### src/common/iopage_pkg.sv
// shared types, bus structs and the fixed address map of the i/o page slave.
// every design file refers to these by scoped name.
package iopage_pkg;

   typedef logic [12:0] iopage_addr_t;       // i/o page byte address.
   typedef logic [15:0] word_t;              // bus data word.
   typedef logic [1:0]  lanes_t;             // bit 0 low byte, bit 1 high byte.
   typedef logic [7:0]  rom_idx_t;           // word index inside the 512 byte rom window.

   // host request as presented on the top level port.
   typedef struct packed {
      iopage_addr_t addr;                    // byte address.
      word_t        wdata;                   // odd byte writes carry data in 15:8.
      logic         rd;                      // one cycle read strobe.
      logic         wr;                      // one cycle write strobe.
      logic         byte_op;                 // byte access when set.
   } iopage_req_t;

   // registered request, fanned out to every device.
   typedef struct packed {
      iopage_addr_t addr;
      word_t        wdata;                   // byte already placed in its lane.
      lanes_t       lanes;                   // byte lanes to write.
      logic         rd;
      logic         wr;
   } dev_req_t;

   // one device's answer.
   typedef struct packed {
      logic  hit;                            // address decoded with a strobe.
      word_t rdata;                          // full word, zero unless reading.
   } dev_rsp_t;

   // boot rom window, rk11 bootstrap lives here.
   localparam iopage_addr_t ROM_FIRST = 13'o13000;
   localparam iopage_addr_t ROM_LAST  = 13'o13776;

   // scratch register banks.
   localparam int NUM_BANKS   = 4;
   localparam int BANK_WORDS  = 8;
   localparam int BANK_IDX_W  = $clog2(BANK_WORDS);
   localparam iopage_addr_t BANK_BASE = 13'o17500;
   localparam int BANK_STRIDE = 16;          // bytes between bank bases.

   typedef logic [BANK_IDX_W-1:0] bank_idx_t; // word index inside one bank.

   // device 0 is the rom, banks follow.
   localparam int NUM_DEVS = NUM_BANKS + 1;

endpackage

### src/bootrom/bootrom.sv
// rk11 boot rom on the i/o page, octal 13000 to 13776.
// combinational word read; byte selection is done by the response stage.
`timescale 1ns/1ps

module bootrom
(
   input  iopage_pkg::dev_req_t dreq,
   output iopage_pkg::dev_rsp_t rsp
);

   iopage_pkg::iopage_addr_t offset;         // byte offset into the window.
   iopage_pkg::rom_idx_t     idx;            // word offset into the table.
   iopage_pkg::word_t        fetch;          // table word at idx.
   logic                     in_range;

   assign in_range = (dreq.addr >= iopage_pkg::ROM_FIRST) &&
                     (dreq.addr <= iopage_pkg::ROM_LAST);
   assign offset = dreq.addr - iopage_pkg::ROM_FIRST;
   assign idx    = offset[8:1];              // window is 256 words.

   always_comb
   begin
      case (idx)
         8'd0:    fetch = 16'o010000;        // mov r0,r0, used as nop.
         8'd1:    fetch = 16'o012706;        // mov #2000,sp.
         8'd2:    fetch = 16'o002000;
         8'd3:    fetch = 16'o012700;        // mov #0,r0, unit number.
         8'd4:    fetch = 16'o000000;
         8'd5:    fetch = 16'o010003;        // mov r0,r3.
         8'd6:    fetch = 16'o000303;        // swab r3.
         8'd7:    fetch = 16'o006303;        // asl r3, five times, unit into da<15:13>.
         8'd8:    fetch = 16'o006303;
         8'd9:    fetch = 16'o006303;
         8'd10:   fetch = 16'o006303;
         8'd11:   fetch = 16'o006303;
         8'd12:   fetch = 16'o012701;        // mov #rkda,r1.
         8'd13:   fetch = 16'o177412;
         8'd14:   fetch = 16'o010311;        // mov r3,(r1), disk address.
         8'd15:   fetch = 16'o005041;        // clr -(r1), bus address.
         8'd16:   fetch = 16'o012741;        // mov #-512.,-(r1), word count.
         8'd17:   fetch = 16'o177000;
         8'd18:   fetch = 16'o012741;        // mov #read+go,-(r1).
         8'd19:   fetch = 16'o000005;
         8'd20:   fetch = 16'o005002;        // clr r2.
         8'd21:   fetch = 16'o005003;        // clr r3.
         8'd22:   fetch = 16'o012704;        // mov #start+20,r4.
         8'd23:   fetch = 16'o002020;
         8'd24:   fetch = 16'o005005;        // clr r5.
         8'd25:   fetch = 16'o105711;        // tstb (r1), wait for done.
         8'd26:   fetch = 16'o100376;        // bpl .-2.
         8'd27:   fetch = 16'o105011;        // clrb (r1).
         8'd28:   fetch = 16'o005007;        // clr pc, enter the loaded block.
         default: fetch = 16'o000000;        // rest of the window reads zero.
      endcase
   end

   // writes are accepted and dropped.
   assign rsp.hit   = in_range && (dreq.rd || dreq.wr);
   assign rsp.rdata = (in_range && dreq.rd) ? fetch : '0;

endmodule

### src/source/iopage_request_stage.sv
// registers the host request once and derives byte lanes for the devices.
// sole driver of the device side request.
`timescale 1ns/1ps

module iopage_request_stage
(
   input  logic                    clk,
   input  logic                    rst,
   input  iopage_pkg::iopage_req_t req,
   output iopage_pkg::dev_req_t    dreq,
   output logic                    dbyte
);

   iopage_pkg::lanes_t lanes_n;              // lane enables for this request.
   iopage_pkg::word_t  wdata_n;              // write data with byte in its lane.

   always_comb
   begin
      if (!req.byte_op)
      begin
         lanes_n = 2'b11;                    // word access.
         wdata_n = req.wdata;
      end
      else if (req.addr[0])
      begin
         lanes_n = 2'b10;                    // odd byte, data already in 15:8.
         wdata_n = {req.wdata[15:8], req.wdata[15:8]};
      end
      else
      begin
         lanes_n = 2'b01;                    // even byte.
         wdata_n = {req.wdata[7:0], req.wdata[7:0]};
      end
   end

   always_ff @(posedge clk)
   begin
      dreq.addr  <= req.addr;
      dreq.wdata <= wdata_n;
      dreq.lanes <= lanes_n;
      if (rst)
      begin
         dreq.rd <= 1'b0;
         dreq.wr <= 1'b0;
         dbyte   <= 1'b0;
      end
      else
      begin
         dreq.rd <= req.rd;
         dreq.wr <= req.wr;
         dbyte   <= req.byte_op & req.addr[0]; // high byte select for reads.
      end
   end

endmodule

### src/source/iopage_response_stage.sv
// merges the device answers, picks the byte for byte reads, flags misses.
// result is registered one edge after the devices see the request.
`timescale 1ns/1ps

module iopage_response_stage
(
   input  logic                 clk,
   input  logic                 rst,
   input  iopage_pkg::dev_rsp_t rsp [iopage_pkg::NUM_DEVS],
   input  logic                 rd,
   input  logic                 wr,
   input  logic                 dbyte,
   input  logic                 byte_op,
   output iopage_pkg::word_t    rdata,
   output logic                 rd_valid,
   output logic                 nxm
);

   logic              hit_any;               // some device decoded the address.
   iopage_pkg::word_t rd_word;               // or of all device data.
   iopage_pkg::word_t rd_out;                // word or extracted byte.

   // only the hitting device drives nonzero data, so an or is enough.
   always_comb
   begin
      hit_any = 1'b0;
      rd_word = '0;
      for (int i = 0; i < iopage_pkg::NUM_DEVS; i++)
      begin
         hit_any = hit_any | rsp[i].hit;
         rd_word = rd_word | rsp[i].rdata;
      end
   end

   // byte reads come back zero extended in 7:0.
   assign rd_out = byte_op ? {8'h00, (dbyte ? rd_word[15:8] : rd_word[7:0])} : rd_word;

   always_ff @(posedge clk)
   begin
      if (rd)
      begin
         rdata <= rd_out;                    // held until the next read.
      end
   end

   always_ff @(posedge clk)
   begin
      if (rst)
      begin
         rd_valid <= 1'b0;
         nxm      <= 1'b0;
      end
      else
      begin
         rd_valid <= rd & hit_any;
         nxm      <= (rd | wr) & ~hit_any;   // nobody answered.
      end
   end

endmodule

### src/source/iopage_subsystem.sv
// i/o page slave top: request register, rom, scratch banks, response register.
// fixed two edge read latency, one request per cycle.
`timescale 1ns/1ps

module iopage_subsystem
(
   input  logic                    clk,
   input  logic                    rst,
   input  iopage_pkg::iopage_req_t req,
   output iopage_pkg::word_t       rdata,
   output logic                    rd_valid,
   output logic                    nxm
);

   iopage_pkg::dev_req_t dreq;               // registered request to all devices.
   logic                 dbyte;              // registered high byte select.
   iopage_pkg::dev_rsp_t rsp [iopage_pkg::NUM_DEVS]; // index 0 is the rom.

   iopage_request_stage i_iopage_request_stage
   (
      .clk   (clk),
      .rst   (rst),
      .req   (req),
      .dreq  (dreq),
      .dbyte (dbyte)
   );

   bootrom i_bootrom
   (
      .dreq (dreq),
      .rsp  (rsp[0])
   );

   for (genvar i = 0; i < iopage_pkg::NUM_BANKS; i++)
   begin : g_bank
      scratch_bank #(.bank_index(i)) i_scratch_bank
      (
         .clk  (clk),
         .rst  (rst),
         .dreq (dreq),
         .rsp  (rsp[i+1])
      );
   end

   // a byte request never enables both lanes.
   iopage_response_stage i_iopage_response_stage
   (
      .clk      (clk),
      .rst      (rst),
      .rsp      (rsp),
      .rd       (dreq.rd),
      .wr       (dreq.wr),
      .dbyte    (dbyte),
      .byte_op  (~&dreq.lanes),
      .rdata    (rdata),
      .rd_valid (rd_valid),
      .nxm      (nxm)
   );

endmodule

### src/source/scratch_bank.sv
// one bank of eight scratch words with byte lane writes.
// bank_index picks its slot above the common bank base.
`timescale 1ns/1ps

module scratch_bank
#(
   parameter int bank_index = 0
)
(
   input  logic                 clk,
   input  logic                 rst,
   input  iopage_pkg::dev_req_t dreq,
   output iopage_pkg::dev_rsp_t rsp
);

   iopage_pkg::word_t        mem [iopage_pkg::BANK_WORDS];
   iopage_pkg::iopage_addr_t offset;         // byte offset from this bank's base.
   iopage_pkg::bank_idx_t    idx;
   logic                     in_range;

   // addresses below the base wrap to large offsets and miss.
   assign offset   = dreq.addr - iopage_pkg::iopage_addr_t'(iopage_pkg::BANK_BASE +
                     bank_index * iopage_pkg::BANK_STRIDE);
   assign in_range = offset < iopage_pkg::iopage_addr_t'(iopage_pkg::BANK_STRIDE);
   assign idx      = offset[iopage_pkg::BANK_IDX_W:1];

   always_ff @(posedge clk)
   begin
      if (rst)
      begin
         for (int i = 0; i < iopage_pkg::BANK_WORDS; i++)
         begin
            mem[i] <= '0;                    // bank reads zero after reset.
         end
      end
      else if (in_range && dreq.wr)
      begin
         if (dreq.lanes[0])
         begin
            mem[idx][7:0] <= dreq.wdata[7:0];
         end
         if (dreq.lanes[1])
         begin
            mem[idx][15:8] <= dreq.wdata[15:8];
         end
      end
   end

   assign rsp.hit   = in_range && (dreq.rd || dreq.wr);
   assign rsp.rdata = (in_range && dreq.rd) ? mem[idx] : '0; // same cycle read.

endmodule

### config.mk
export PLATFORM = sky130hd
export DESIGN_NAME = iopage_subsystem
export DESIGN_NICKNAME = d
export VERILOG_FILES = /design/src/common/iopage_pkg.sv /design/src/bootrom/bootrom.sv /design/src/source/iopage_request_stage.sv /design/src/source/iopage_response_stage.sv /design/src/source/iopage_subsystem.sv /design/src/source/scratch_bank.sv
export SDC_FILE = /design/constraint.sdc
export NUM_CORES = 1
export LEC_CHECK = 0
export BUFFER_PORTS_ARGS = -buffer_cell sky130_fd_sc_hd__buf_2
export CORE_MARGIN = 2
export CORE_UTILIZATION = 55
export CTS_BUF_LIST = sky130_fd_sc_hd__clkbuf_16
export DETAILED_ROUTE_END_ITERATION = 12
export GPL_ROUTABILITY_DRIVEN = 0
export HOLD_SLACK_MARGIN = 0.03
export PLACE_DENSITY_LB_ADDON = 0.12
export SLEW_MARGIN = 20
export SYNTH_ARGS = -nofsm -noshare
export SYNTH_HDL_FRONTEND = slang
export SYNTH_SLANG_ARGS = --single-unit
### constraint.sdc
create_clock -name clk -period 5 [get_ports clk]
set_input_delay 1.5 -clock clk [delete_from_list [all_inputs] [get_ports clk]]
set_output_delay 1.5 -clock clk [all_outputs]
set_load 0.005 [all_outputs]
# Word level (Yosys, flattened, before mapping)
# Memory sizes are Yosys's and may differ from the RTL's.
# Cells that the tools add are included.
dict set report op_classes {
  addsub 5
  n_mul 0
  div 0
  order_cmp 6
  n_eq_ne 0
  n_shift 0
  mux 51
  n_bitwise 13
  reduce_logical 22
}
# operator count
set op_table {}
lappend op_table {{two-way mux 16 bit} 12}
lappend op_table {{OR 16 bit} 4}
lappend op_table {{OR reduction 16 bit} 4}
lappend op_table {{< comparator 13 x 5 -> 1 bit, second input constant} 4}
lappend op_table {{subtractor 13 bit, second input constant} 4}
lappend op_table {{two-way mux 1 bit} 28}
lappend op_table {{two-way mux 8 bit} 2}
lappend op_table {{logical AND 1 bit} 15}
lappend op_table {{>= comparator 13 bit, second input constant} 1}
lappend op_table {{less-or-equal comparator 13 bit, second input constant} 1}
lappend op_table {{two-way mux 3 bit} 4}
lappend op_table {{two-way mux 2 bit} 5}
lappend op_table {{subtractor 9 x 1 -> 9 bit, second input constant} 1}
lappend op_table {{OR 1 bit} 5}
lappend op_table {{AND 1 bit} 3}
lappend op_table {{zero test 3 bit} 1}
lappend op_table {{AND reduction 2 bit} 1}
lappend op_table {{logical OR 1 bit} 1}
lappend op_table {{NOT 1 bit} 1}
dict set report word_totals {
  ff_bits 52
  latchBits 0
  ram_bits 512
  romBits 512
  out_inout_bits 18
  memories 5
}
# memory depth width read_ports rd_ports_with_merged_regs write_ports line_no
set mem_list {}
lappend mem_list {{(no name shown)} 32 16 1 0 0 bootrom.sv:23} ;# case (idx)
lappend mem_list {{g_bank[0].i_scratch_bank.mem} 8 16 1 0 8 scratch_bank.sv:16} ;# iopage_pkg::word_t mem [iopage_pkg::BANK_WORDS];
lappend mem_list {{g_bank[1].i_scratch_bank.mem} 8 16 1 0 8 scratch_bank.sv:16}
lappend mem_list {{g_bank[2].i_scratch_bank.mem} 8 16 1 0 8 scratch_bank.sv:16}
lappend mem_list {{g_bank[3].i_scratch_bank.mem} 8 16 1 0 8 scratch_bank.sv:16}

# Logic depth before layout (Yosys ltp)
# Gate-level depths: netlist of run 1.
dict set report depth {
  depth_word 10
  mapped_depth 11
  ltp_nobuf 8
}

# Modules after synthesis
# From an unflattened synthesis of run 1, not the netlist that was laid out.
dict set report unflattened {
  hier_cells 2058
  area_unflattened_um2 26834.5
}
# mod instances cells_per_inst area_per_inst_um2
set modules_own_cells {}
lappend modules_own_cells {{scratch_bank at g_bank[1].i_scratch_bank} 1 441 6226.0}
lappend modules_own_cells {{scratch_bank at g_bank[2].i_scratch_bank} 1 444 6217.2}
lappend modules_own_cells {{scratch_bank at g_bank[3].i_scratch_bank} 1 461 5949.5}
lappend modules_own_cells {{scratch_bank at g_bank[0].i_scratch_bank} 1 466 5848.1}
lappend modules_own_cells {iopage_request_stage 1 56 930.9}
lappend modules_own_cells {iopage_response_stage 1 75 865.8}
lappend modules_own_cells {bootrom 1 114 793.3}
lappend modules_own_cells {iopage_subsystem 1 1 3.8}

# Worst setup path after synthesis of run 1
# OpenSTA, ideal clock, no wires.
dict set report synth_path {
  path_kind {input port to flip-flop}
  startpoint {input port req[21] in the netlist's numbering}
  endpoint {register with a tool-made name}
  setup_time_ps 132
  t_arrival_ps 2655
  required_time_ps 4868
  path_slack_ps 2213
  path_stages 6
  path_buffers 1
  path_cell_list {clkbuf_1 -> inv_1 -> ha_1 -> or3_1 -> o2111ai_1 -> o21ai_0}
}
# item line_no
set synth_lines {}
lappend synth_lines {{start: declaration} iopage_subsystem.sv:9} ;# input iopage_pkg::iopage_req_t req,

# Final worst setup path of run 1
dict set report layout_path {
  startpoint {register i_iopage_request_stage.dreq[27] (netlist name)}
  endpoint {register i_iopage_response_stage.rdata[5] (data pin)}
}
dict set report layout_between {
  elab_chain_len 10
  elab_cells_between_ends 30
  classes_between {add/sub (5); order compare (6); mux (8); bitwise (4); reduce/logical (7)}
}
# item line_no
set layout_lines {}
lappend layout_lines {{subtractor 13 bit (tied with other cells)} scratch_bank.sv:22} ;# assign offset = dreq.addr - iopage_pkg::iopage_addr_t'(iopage_pkg::BANK_BASE +
lappend layout_lines {{< comparator 13 x 5 -> 1 bit (tied with other cells)} scratch_bank.sv:24} ;# assign in_range = offset < iopage_pkg::iopage_addr_t'(iopage_pkg::BANK_STRIDE);
lappend layout_lines {{logical AND 1 bit (tied with other cells)} scratch_bank.sv:50} ;# assign rsp.rdata = (in_range && dreq.rd) ? mem[idx] : '0;
lappend layout_lines {{two-way mux 16 bit (on tied branches)} {scratch_bank.sv:50, bootrom.sv:59}}
lappend layout_lines {{OR 16 bit (3 in a row)} iopage_response_stage.sv:31} ;# rd_word = rd_word | rsp[i].rdata;
lappend layout_lines {{OR 16 bit *} iopage_response_stage.sv:31}
lappend layout_lines {{two-way mux 8 bit} iopage_response_stage.sv:36} ;# assign rd_out = byte_op ? {8'h00, (dbyte ? rd_word[15:8] : rd_word[7:0])} : rd_word;
lappend layout_lines {{two-way mux 8 bit *} iopage_response_stage.sv:36}
lappend layout_lines {{net i_iopage_response_stage.rd_out[5]} iopage_response_stage.sv:21} ;# iopage_pkg::word_t rd_out;
lappend layout_lines {{end signal: assignment} iopage_response_stage.sv:42} ;# rdata <= rd_out;
lappend layout_lines {{end: declaration} iopage_response_stage.sv:14} ;# output iopage_pkg::word_t rdata,
# Mark *: on every way through the listed nets, which the timed path passes. The rest lies on a longest branch.
# A chain may end at the register's enable or synchronous reset.

==> results of run 1 <==
routing by layer:
| metal | share of wire, % | up-vias | global-route usage, % |
|---|---|---|---|
| met4 | 3.8 | 2 | 11.98 |
| met3 | 12 | 167 | 8.462 |
| met2 | 44 | 1076 | 45.95 |
| li1 | - | 7561 | - |
| met1 | 41 | 8461 | 44.43 |
| met5 | 0.013 | - | 0 |
critical path: cells and delay by family (launching register included):
kind / cells / cell delay, ns
adder cells (fa/ha/maj): 1 / 0.33
AND/OR/NAND/NOR: 2 / 0.75
flip-flops: 1 / 0.60
buffers and inverters: 1 / 0.18
AO/OA/AOI/OAI: 4 / 1.65
sequential cells by signal (all words and copies together), names as in the netlist, named ones only:
register                          cells
i_iopage_request_stage.dbyte          1
g_bank.i_scratch_bank.mem           512
i_iopage_response_stage.rd_valid      1
i_iopage_response_stage.nxm           1
i_iopage_request_stage.dreq          33
i_iopage_response_stage.rdata        16
cell usage in the layout (no fill, tap or decap), types with 38 or more instances in the layout:
cell       Yosys  layout
a21oi_1       40      40
and2_1       514     514
buf_2         33      51
clkbuf_16      0      62
edfxtp_1     528     528
mux2_2        76      76
mux2i_1       38      38
nand2_1       65      65
nor2_1       107     107
o22ai_1       82      82
or2_2         69      69
worst max path at each step:
stage                                                        from                                           endpoint  slack, ns
after floorplan                                           req[21]                                               flop       2.21
after global placement                                        rst   g_bank[1].i_scratch_bank.mem[3][9]$_SDFFCE_PN0P_       1.50
after detailed placement                                      rst  g_bank[1].i_scratch_bank.mem[3][14]$_SDFFCE_PN0P_       1.43
after CTS                 i_iopage_request_stage.dreq[27]$_DFF_P_         i_iopage_response_stage.rdata[5]$_DFFE_PP_       1.46
after global routing      i_iopage_request_stage.dreq[27]$_DFF_P_  g_bank[3].i_scratch_bank.mem[4][15]$_SDFFCE_PN0P_       1.24
final                     i_iopage_request_stage.dreq[27]$_DFF_P_         i_iopage_response_stage.rdata[5]$_DFFE_PP_       1.35
stage by stage:
stage | hold slack, ns | power [mW] | std cells | cell area (um^2)
after floorplan | 0.4561 | 5.995 | 2070 | 26970
after global placement | 0.5904 | 6.312 | 2622 | 27490
after detailed placement | 0.5887 | 6.319 | 2622 | 27490
after CTS | 0.5950 | 10.66 | 2732 | 29400
after global routing | 0.6266 | 10.88 | 2732 | 29400
final | 0.6078 | 10.64 | 2733 | 29410
cell type report:
type | instances | area, um^2
fillers | 3811 | 19240
clock buffers | 62 | 1551
well taps | 622 | 778.2
flip-flops and latches | 578 | 16890
diodes | 1 | 2.502
inverters | 17 | 63.81
repair buffers | 74 | 427.9
clock inverters | 48 | 364.1
multi-input cells | 1331 | 9331
logic make-up after synthesis:
logic type / count (synthesis) / share of synthesized area (%)
AOI/OAI and AO/OA: 287 / 7.613
buffers and inverters: 161 / 2.900
adders and majority gates: 13 / 0.6031
DFF: 578 / 62.50
muxes: 147 / 7.298
and+or+nand+nor: 880 / 18.96
xor gates and xnor gates: 4 / 0.1299
power by group through the flow:
stage	Clock [mW]	Sequential, mW	Combinational (mW)
2_1_floorplan	0	5.53	0.467
3_3_place_gp	0	5.72	0.592
3_5_place_dp	0	5.72	0.599
4_1_cts	4.43	5.62	0.603
5_1_grt	4.60	5.63	0.648
6_report	4.40	5.62	0.618
==> impl_results.md, run 1 <==
- Dpl ws: 1.430 ns
- Root cell of the clock tree: clkbuf_16
- Clock Latency Late Sink: 0.63 ns
- Cell Pwr Density: 362.0 mW/mm^2
- Seq cells post-synth: 578
- Min cycle time layout: 3.650 ns
- Row count: 81
- Max-slew violations: 0
- Max Cap Viol: 0
- Int Pwr: 8.137 mW
- EDFF count, synth: 528
- Global route total overflow: 0
- Most common cell in the synthesized netlist: edfxtp_1
- Full die area: 0.05082 mm^2
- Layout net count: 2108
- First-pass detailed-route iteration total: 6
- Crit-path cells: inv_1, ha_1, o21a_1, o32ai_1, and4_1, nand2_1, a2111oi_0, o32a_1
- CP peak stage delay: 0.95 ns
- Share of layout cells above drive strength 1: 17.77%
- Clock transition at the registers of the reported paths: 0.07 ns
- DRC Markers: 0
- Peak supply drop: 279.4 uV
- IO Pins: 52
- Post-Syn Area per Cell: 13.03 um^2
- Register area share after synthesis: 62.50%
- Synth top area cells: edfxtp_1 (59%), and2_1 (12%), dfxtp_1 (3.7%)
- Fmax: 274.0 MHz
- RSZ-0062 raised after global routing: no
- Hold depth: 0
- Tcrit/Tclk final: 72.99%
- Switching Fraction: 23.55%
- Flop pwr share: 52.8%
- Mapped Cells: 2070
- Crit start category: flop
- Clock skew after layout: 0.01986 ns
- Post-CTS setup buffers: 0
- Critical path arrival: 4.14 ns
- Final wirelength: 78410 um
- Worst hold path type: reg -> reg
- Synth cell types: 84
- Comb pwr share: 5.8%
- Cts hold-fix bufs: 0
- Clk sink count: 578
- Initial antenna violation count: 1
- Core Util, Final: 60.45%
- Clock share of power: 41.4%
- Top FF cell, synth: edfxtp_1
- Max Buffers Root-to-Sink: 3
- Start of the worst register-to-register path: i_iopage_request_stage.dreq[27]$_DFF_P_
- Largest net degree at the start of global routing: 58
- Req. time, crit path: 5.49 ns
- Critical path's slowest cell: a2111oi_0
- Final setup vio count: 0
- DR vias/cell: 6.318
- CTS tree: done
- Status: complete, no violations
- Area grow syn2layout: 9.038%
- Worst-margin pin slew: 1.127 ns
- Post-route ant nets: 0
- Syn nets: 2117
- Die Wd: 225.4 um
- Post-cts repair resize count: 0
- Total track usage: 31.22%
- CP Max Fanout: 12
- Number of synthesis warnings: 0
- Setup TNS: 0 ns
- Initial core utilization: 55.44%
- Final hold vios: 0
- IO Port Bufs: 51
- Via count: 17270
- Chip height: 225.4 um
- CTS buffer count: 59
- Hold Path Origin: i_iopage_request_stage.dreq[1]$_SDFF_PP0_
- Reg2reg path depth: 8
- Critical path class: reg -> reg
- Commonest cells in the synthesized netlist: edfxtp_1 (528), and2_1 (514), nor2_1 (107)
- First-pass GRT wire length: 112900 um
- CP Capture Type: flop
- Depth of the CTS H-tree: 2
- Cell Area, Synth: 0.02697 mm^2
- Fin worst setup slack: 1.350 ns
- Leakage: 11.18 nW
- Rel. slew slack: 22.95%
- Post-DP HPWL: 50080 um
- WL/cell: 28.69 um
- FFs w/ async S/R, synth: 0%
- Core area: 0.04865 mm^2
- Iteration-0 DRC Markers: 2518
- FF-to-FF End: i_iopage_response_stage.rdata[5]$_DFFE_PP_
- Synth area leader: edfxtp_1
- Vias in the first global route: 16720
- Hold endpoint: i_iopage_response_stage.rdata[13]$_SDFFCE_PN0P_
- Switching power total: 2.507 mW
- R2R setup slack: 1.35 ns
- Post-synth top area share: 58.79%
Note: power is estimated with default switching activity, not from simulation.
==> inputs of run 2 (changes only) <==
- ABC_AREA: unset -> 1
- clock period: 5 -> 2.9 ns (I/O delays scaled with it)
==> impl_results.md, run 2 <==
- Row count: 81 (unchanged)
- Clock share of power: 39.4% (-2.0 points)
- Power, Total: 18.17 mW (+71%)
- Status: complete, no violations
- Chip height: 226.4 um (+0.43%)
- Min cycle time layout: 2.675 ns (-0.9746 ns)
- Clock transition at the registers of the reported paths: 0.06 ns (about the same)
- Initial antenna violation count: 0 (-1)
- Largest net degree at the start of global routing: 147 (+150%)
- Layout net count: 3072 (+46%)
- Top FF cell, synth: edfxtp_1
- FFs w/ async S/R, synth: 0% (unchanged)
- Final setup vio count: 0 (unchanged)
- Synth cell types: 43 (-49%)
- Fillers: 4143 (+8.7%)
- Flop pwr share: 51.7% (-1.1 points)
- IO Port Bufs: 51 (unchanged)
- Tcrit/Tclk final: 92.24% (+19 points)
- CP Capture Type: flop
- Number of synthesis warnings: 0 (unchanged)
- Largest regs: g_bank.i_scratch_bank.mem x512, i_iopage_request_stage.dreq x33, i_iopage_response_stage.rdata x16
- Worst-margin pin slew: 0.8123 ns (-0.3143 ns)
- Max Buffers Root-to-Sink: 3 (unchanged)
- Largest delay share family, worst path: simple AND/OR/NAND/NOR gates
- Most common cell after layout, fill and taps aside: nor2_1
- Cell Pwr Density: 597.2 mW/mm^2 (+65%)
- Worst hold path type: in -> reg
- Post-route ant nets: 0 (unchanged)
- Post-synth top area share: 58.28% (-0.51 points)
- Ant. Diodes: 0 (-1)
- Share of layout cells above drive strength 1: 11.64% (-6.1 points)
- Post-DP HPWL: 49660 um (-0.84%)
- Critical path's slowest cell: dfxtp_2
- Final hold vios: 0 (unchanged)
- DRC Markers: 0 (unchanged)
- Clock skew after layout: 0.03232 ns (+0.01246 ns)
- Dpl ws: 0.08721 ns (-1.343 ns)
- Total track usage: 30.01% (-1.2 points)
- Switching Fraction: 25.18% (+1.6 points)
- First-pass GRT wire length: 114500 um (+1.4%)
- Max FFs per register: 512 (unchanged)
- Fin cells: 3740 (+37%)
- Die Wd: 226.4 um (+0.43%)
- Post-Syn Area per Cell: 9.159 um^2 (-30%)
- CTS buffer count: 60 (+1.7%)
- Commonest cells in the synthesized netlist: nor2_1 (722), nand2_1 (660), edfxtp_1 (528)
- Cell Area, Synth: 0.02720 mm^2 (+0.87%)
- Critical path arrival: 3.07 ns (-1.07 ns)
- Leakage: 13.47 nW (+20%)
- CP Max Fanout: 39 (+27)
- Initial core utilization: 55.69% (+0.25 points)
- Clock Latency Late Sink: 0.66 ns (+0.03 ns)
- IO Pins: 52 (unchanged)
- Clk sink count: 578 (unchanged)
- CTS tree: done
- Switching power total: 4.575 mW (+83%)
- Mapped Cells: 2970 (+43%)
- Core area: 0.04885 mm^2 (+0.42%)
- Vias in the first global route: 19910 (+19%)
- Area grow syn2layout: 11.87%
- WP buf/inv: 3 (+2)
- DR vias/cell: 5.690 (-9.9%)
- Setup TNS: 0 ns (unchanged)
- Global route total overflow: 0 (unchanged)
- Rel. slew slack: 45.65% (+23 points)
- Top reg by flops: g_bank.i_scratch_bank.mem
- Seq cells post-synth: 578 (unchanged)
- Crit-path cells: buf_4, nand3_1, buf_4, or2_2, nand3_1, nor2_1, nand2_1, nand2_1, nor2_1, nand3_1, nand2_1, inv_1
- Final wirelength: 75940 um (-3.2%)
- Comb pwr share: 8.9% (+3.1 points)
- First-pass detailed-route iteration total: 6 (unchanged)
- EDFF count, synth: 528 (unchanged)
- Critical path class: reg -> reg
- Most common cell in the synthesized netlist: nor2_1
- Commonest cells after routing, fill and taps aside: nor2_1 (722), nand2_1 (658), edfxtp_1 (528)
- Via count: 21280 (+23%)
- Max-slew violations: 0 (unchanged)
- Max Cap Viol: 0 (unchanged)
- Crit start category: flop
- WL/cell: 20.31 um (-29%)
- Core Util, Final: 62.30% (+1.8 points)
- Register area share after synthesis: 61.96% (-0.54 points)
- Peak supply drop: 439.7 uV (+57%)
- Req. time, crit path: 3.29 ns (-2.20 ns)
- Root cell of the clock tree: clkbuf_16
- Syn nets: 3017 (+43%)
- Depth of the CTS H-tree: 2 (unchanged)
- Full die area: 0.05126 mm^2 (+0.85%)
- Int Pwr: 13.60 mW (+67%)
- Fin worst setup slack: 0.2250 ns (-1.125 ns)
- Inst Count DP: 3624 (+38%)
- CP peak stage delay: 0.43 ns (-0.52 ns)
- Fmax: 373.8 MHz (+36%)
- Synth area leader: edfxtp_1
- Synth top area cells: edfxtp_1 (58%), nor2_1 (10%), nand2_1 (9.1%)
- Iteration-0 DRC Markers: 2783 (+11%)
- RSZ-0062 raised after global routing: no
[run 2: metal layers]
metal / vias up / track usage [%] / wire length, um
met3: 173 / 5.455 / 8392
li1: 9890 / - / -
met5: - / 0 / 0
met1: 10060 / 43.71 / 31730
met2: 1159 / 45.79 / 33520
met4: 0 / 9.762 / 2298
[run 2: repair_timing]
action,4_1_cts,5_1_grt
buffers inserted,0,3
setup endpoints to repair,0,204
hold buffers,0,0
gates resized for setup,0,3
[run 2: final cells by class]
cell class	instances	area [um^2]	share of cell area, %
flip-flops and latches	578	16860	55.41
multi-input cells	1978	8768	28.81
clock buffers	60	1501	4.934
repair buffers	171	1269	4.169
inverters	236	888.4	2.919
well taps	664	830.8	2.730
clock inverters	53	310.3	1.020
[run 2: power by group through the flow]
| stage | combinational [mW] | sequential [mW] | clock (mW) |
|---|---|---|---|
| after floorplan | 0.953 | 9.53 | 0 |
| after global placement | 1.55 | 9.56 | 0 |
| after detailed placement | 1.57 | 9.57 | 0 |
| after CTS | 1.58 | 9.39 | 7.21 |
| after global routing | 1.73 | 9.41 | 7.56 |
| final | 1.61 | 9.40 | 7.17 |
[run 2: kinds of logic after synthesis]
family,after synthesis,share of synthesized area [%]
buffers and inverters,414,5.919
flip-flops,578,61.96
AND/OR/NAND/NOR,1719,26.56
AO/OA/AOI/OAI,246,4.963
adder cells (fa/ha/maj),13,0.5979
[run 2: worst paths after layout]
kind	start	end	slack, ns	depth (start not counted)
worst max-delay path	i_iopage_request_stage.dreq[22]$_DFF_P_	i_iopage_response_stage.rdata[2]$_DFFE_PP_	0.23	12
worst min-delay path	req[30]	i_iopage_request_stage.dreq[31]$_DFF_P_	0.33	1
worst max register to register	i_iopage_request_stage.dreq[22]$_DFF_P_	i_iopage_response_stage.rdata[2]$_DFFE_PP_	0.23	12
worst min register to register	i_iopage_request_stage.dreq[19]$_DFF_P_	g_bank[0].i_scratch_bank.mem[3][15]$_SDFFCE_PN0P_	0.71	2
[run 2: stage by stage]
step / hold slack [ns] / cell area (um^2)
after global routing: 0.3019 / 30430
after CTS: 0.2999 / 30380
after global placement: 0.6710 / 28560
after floorplan: 0.5598 / 27200
after detailed placement: 0.6860 / 28560
final: 0.3256 / 30430
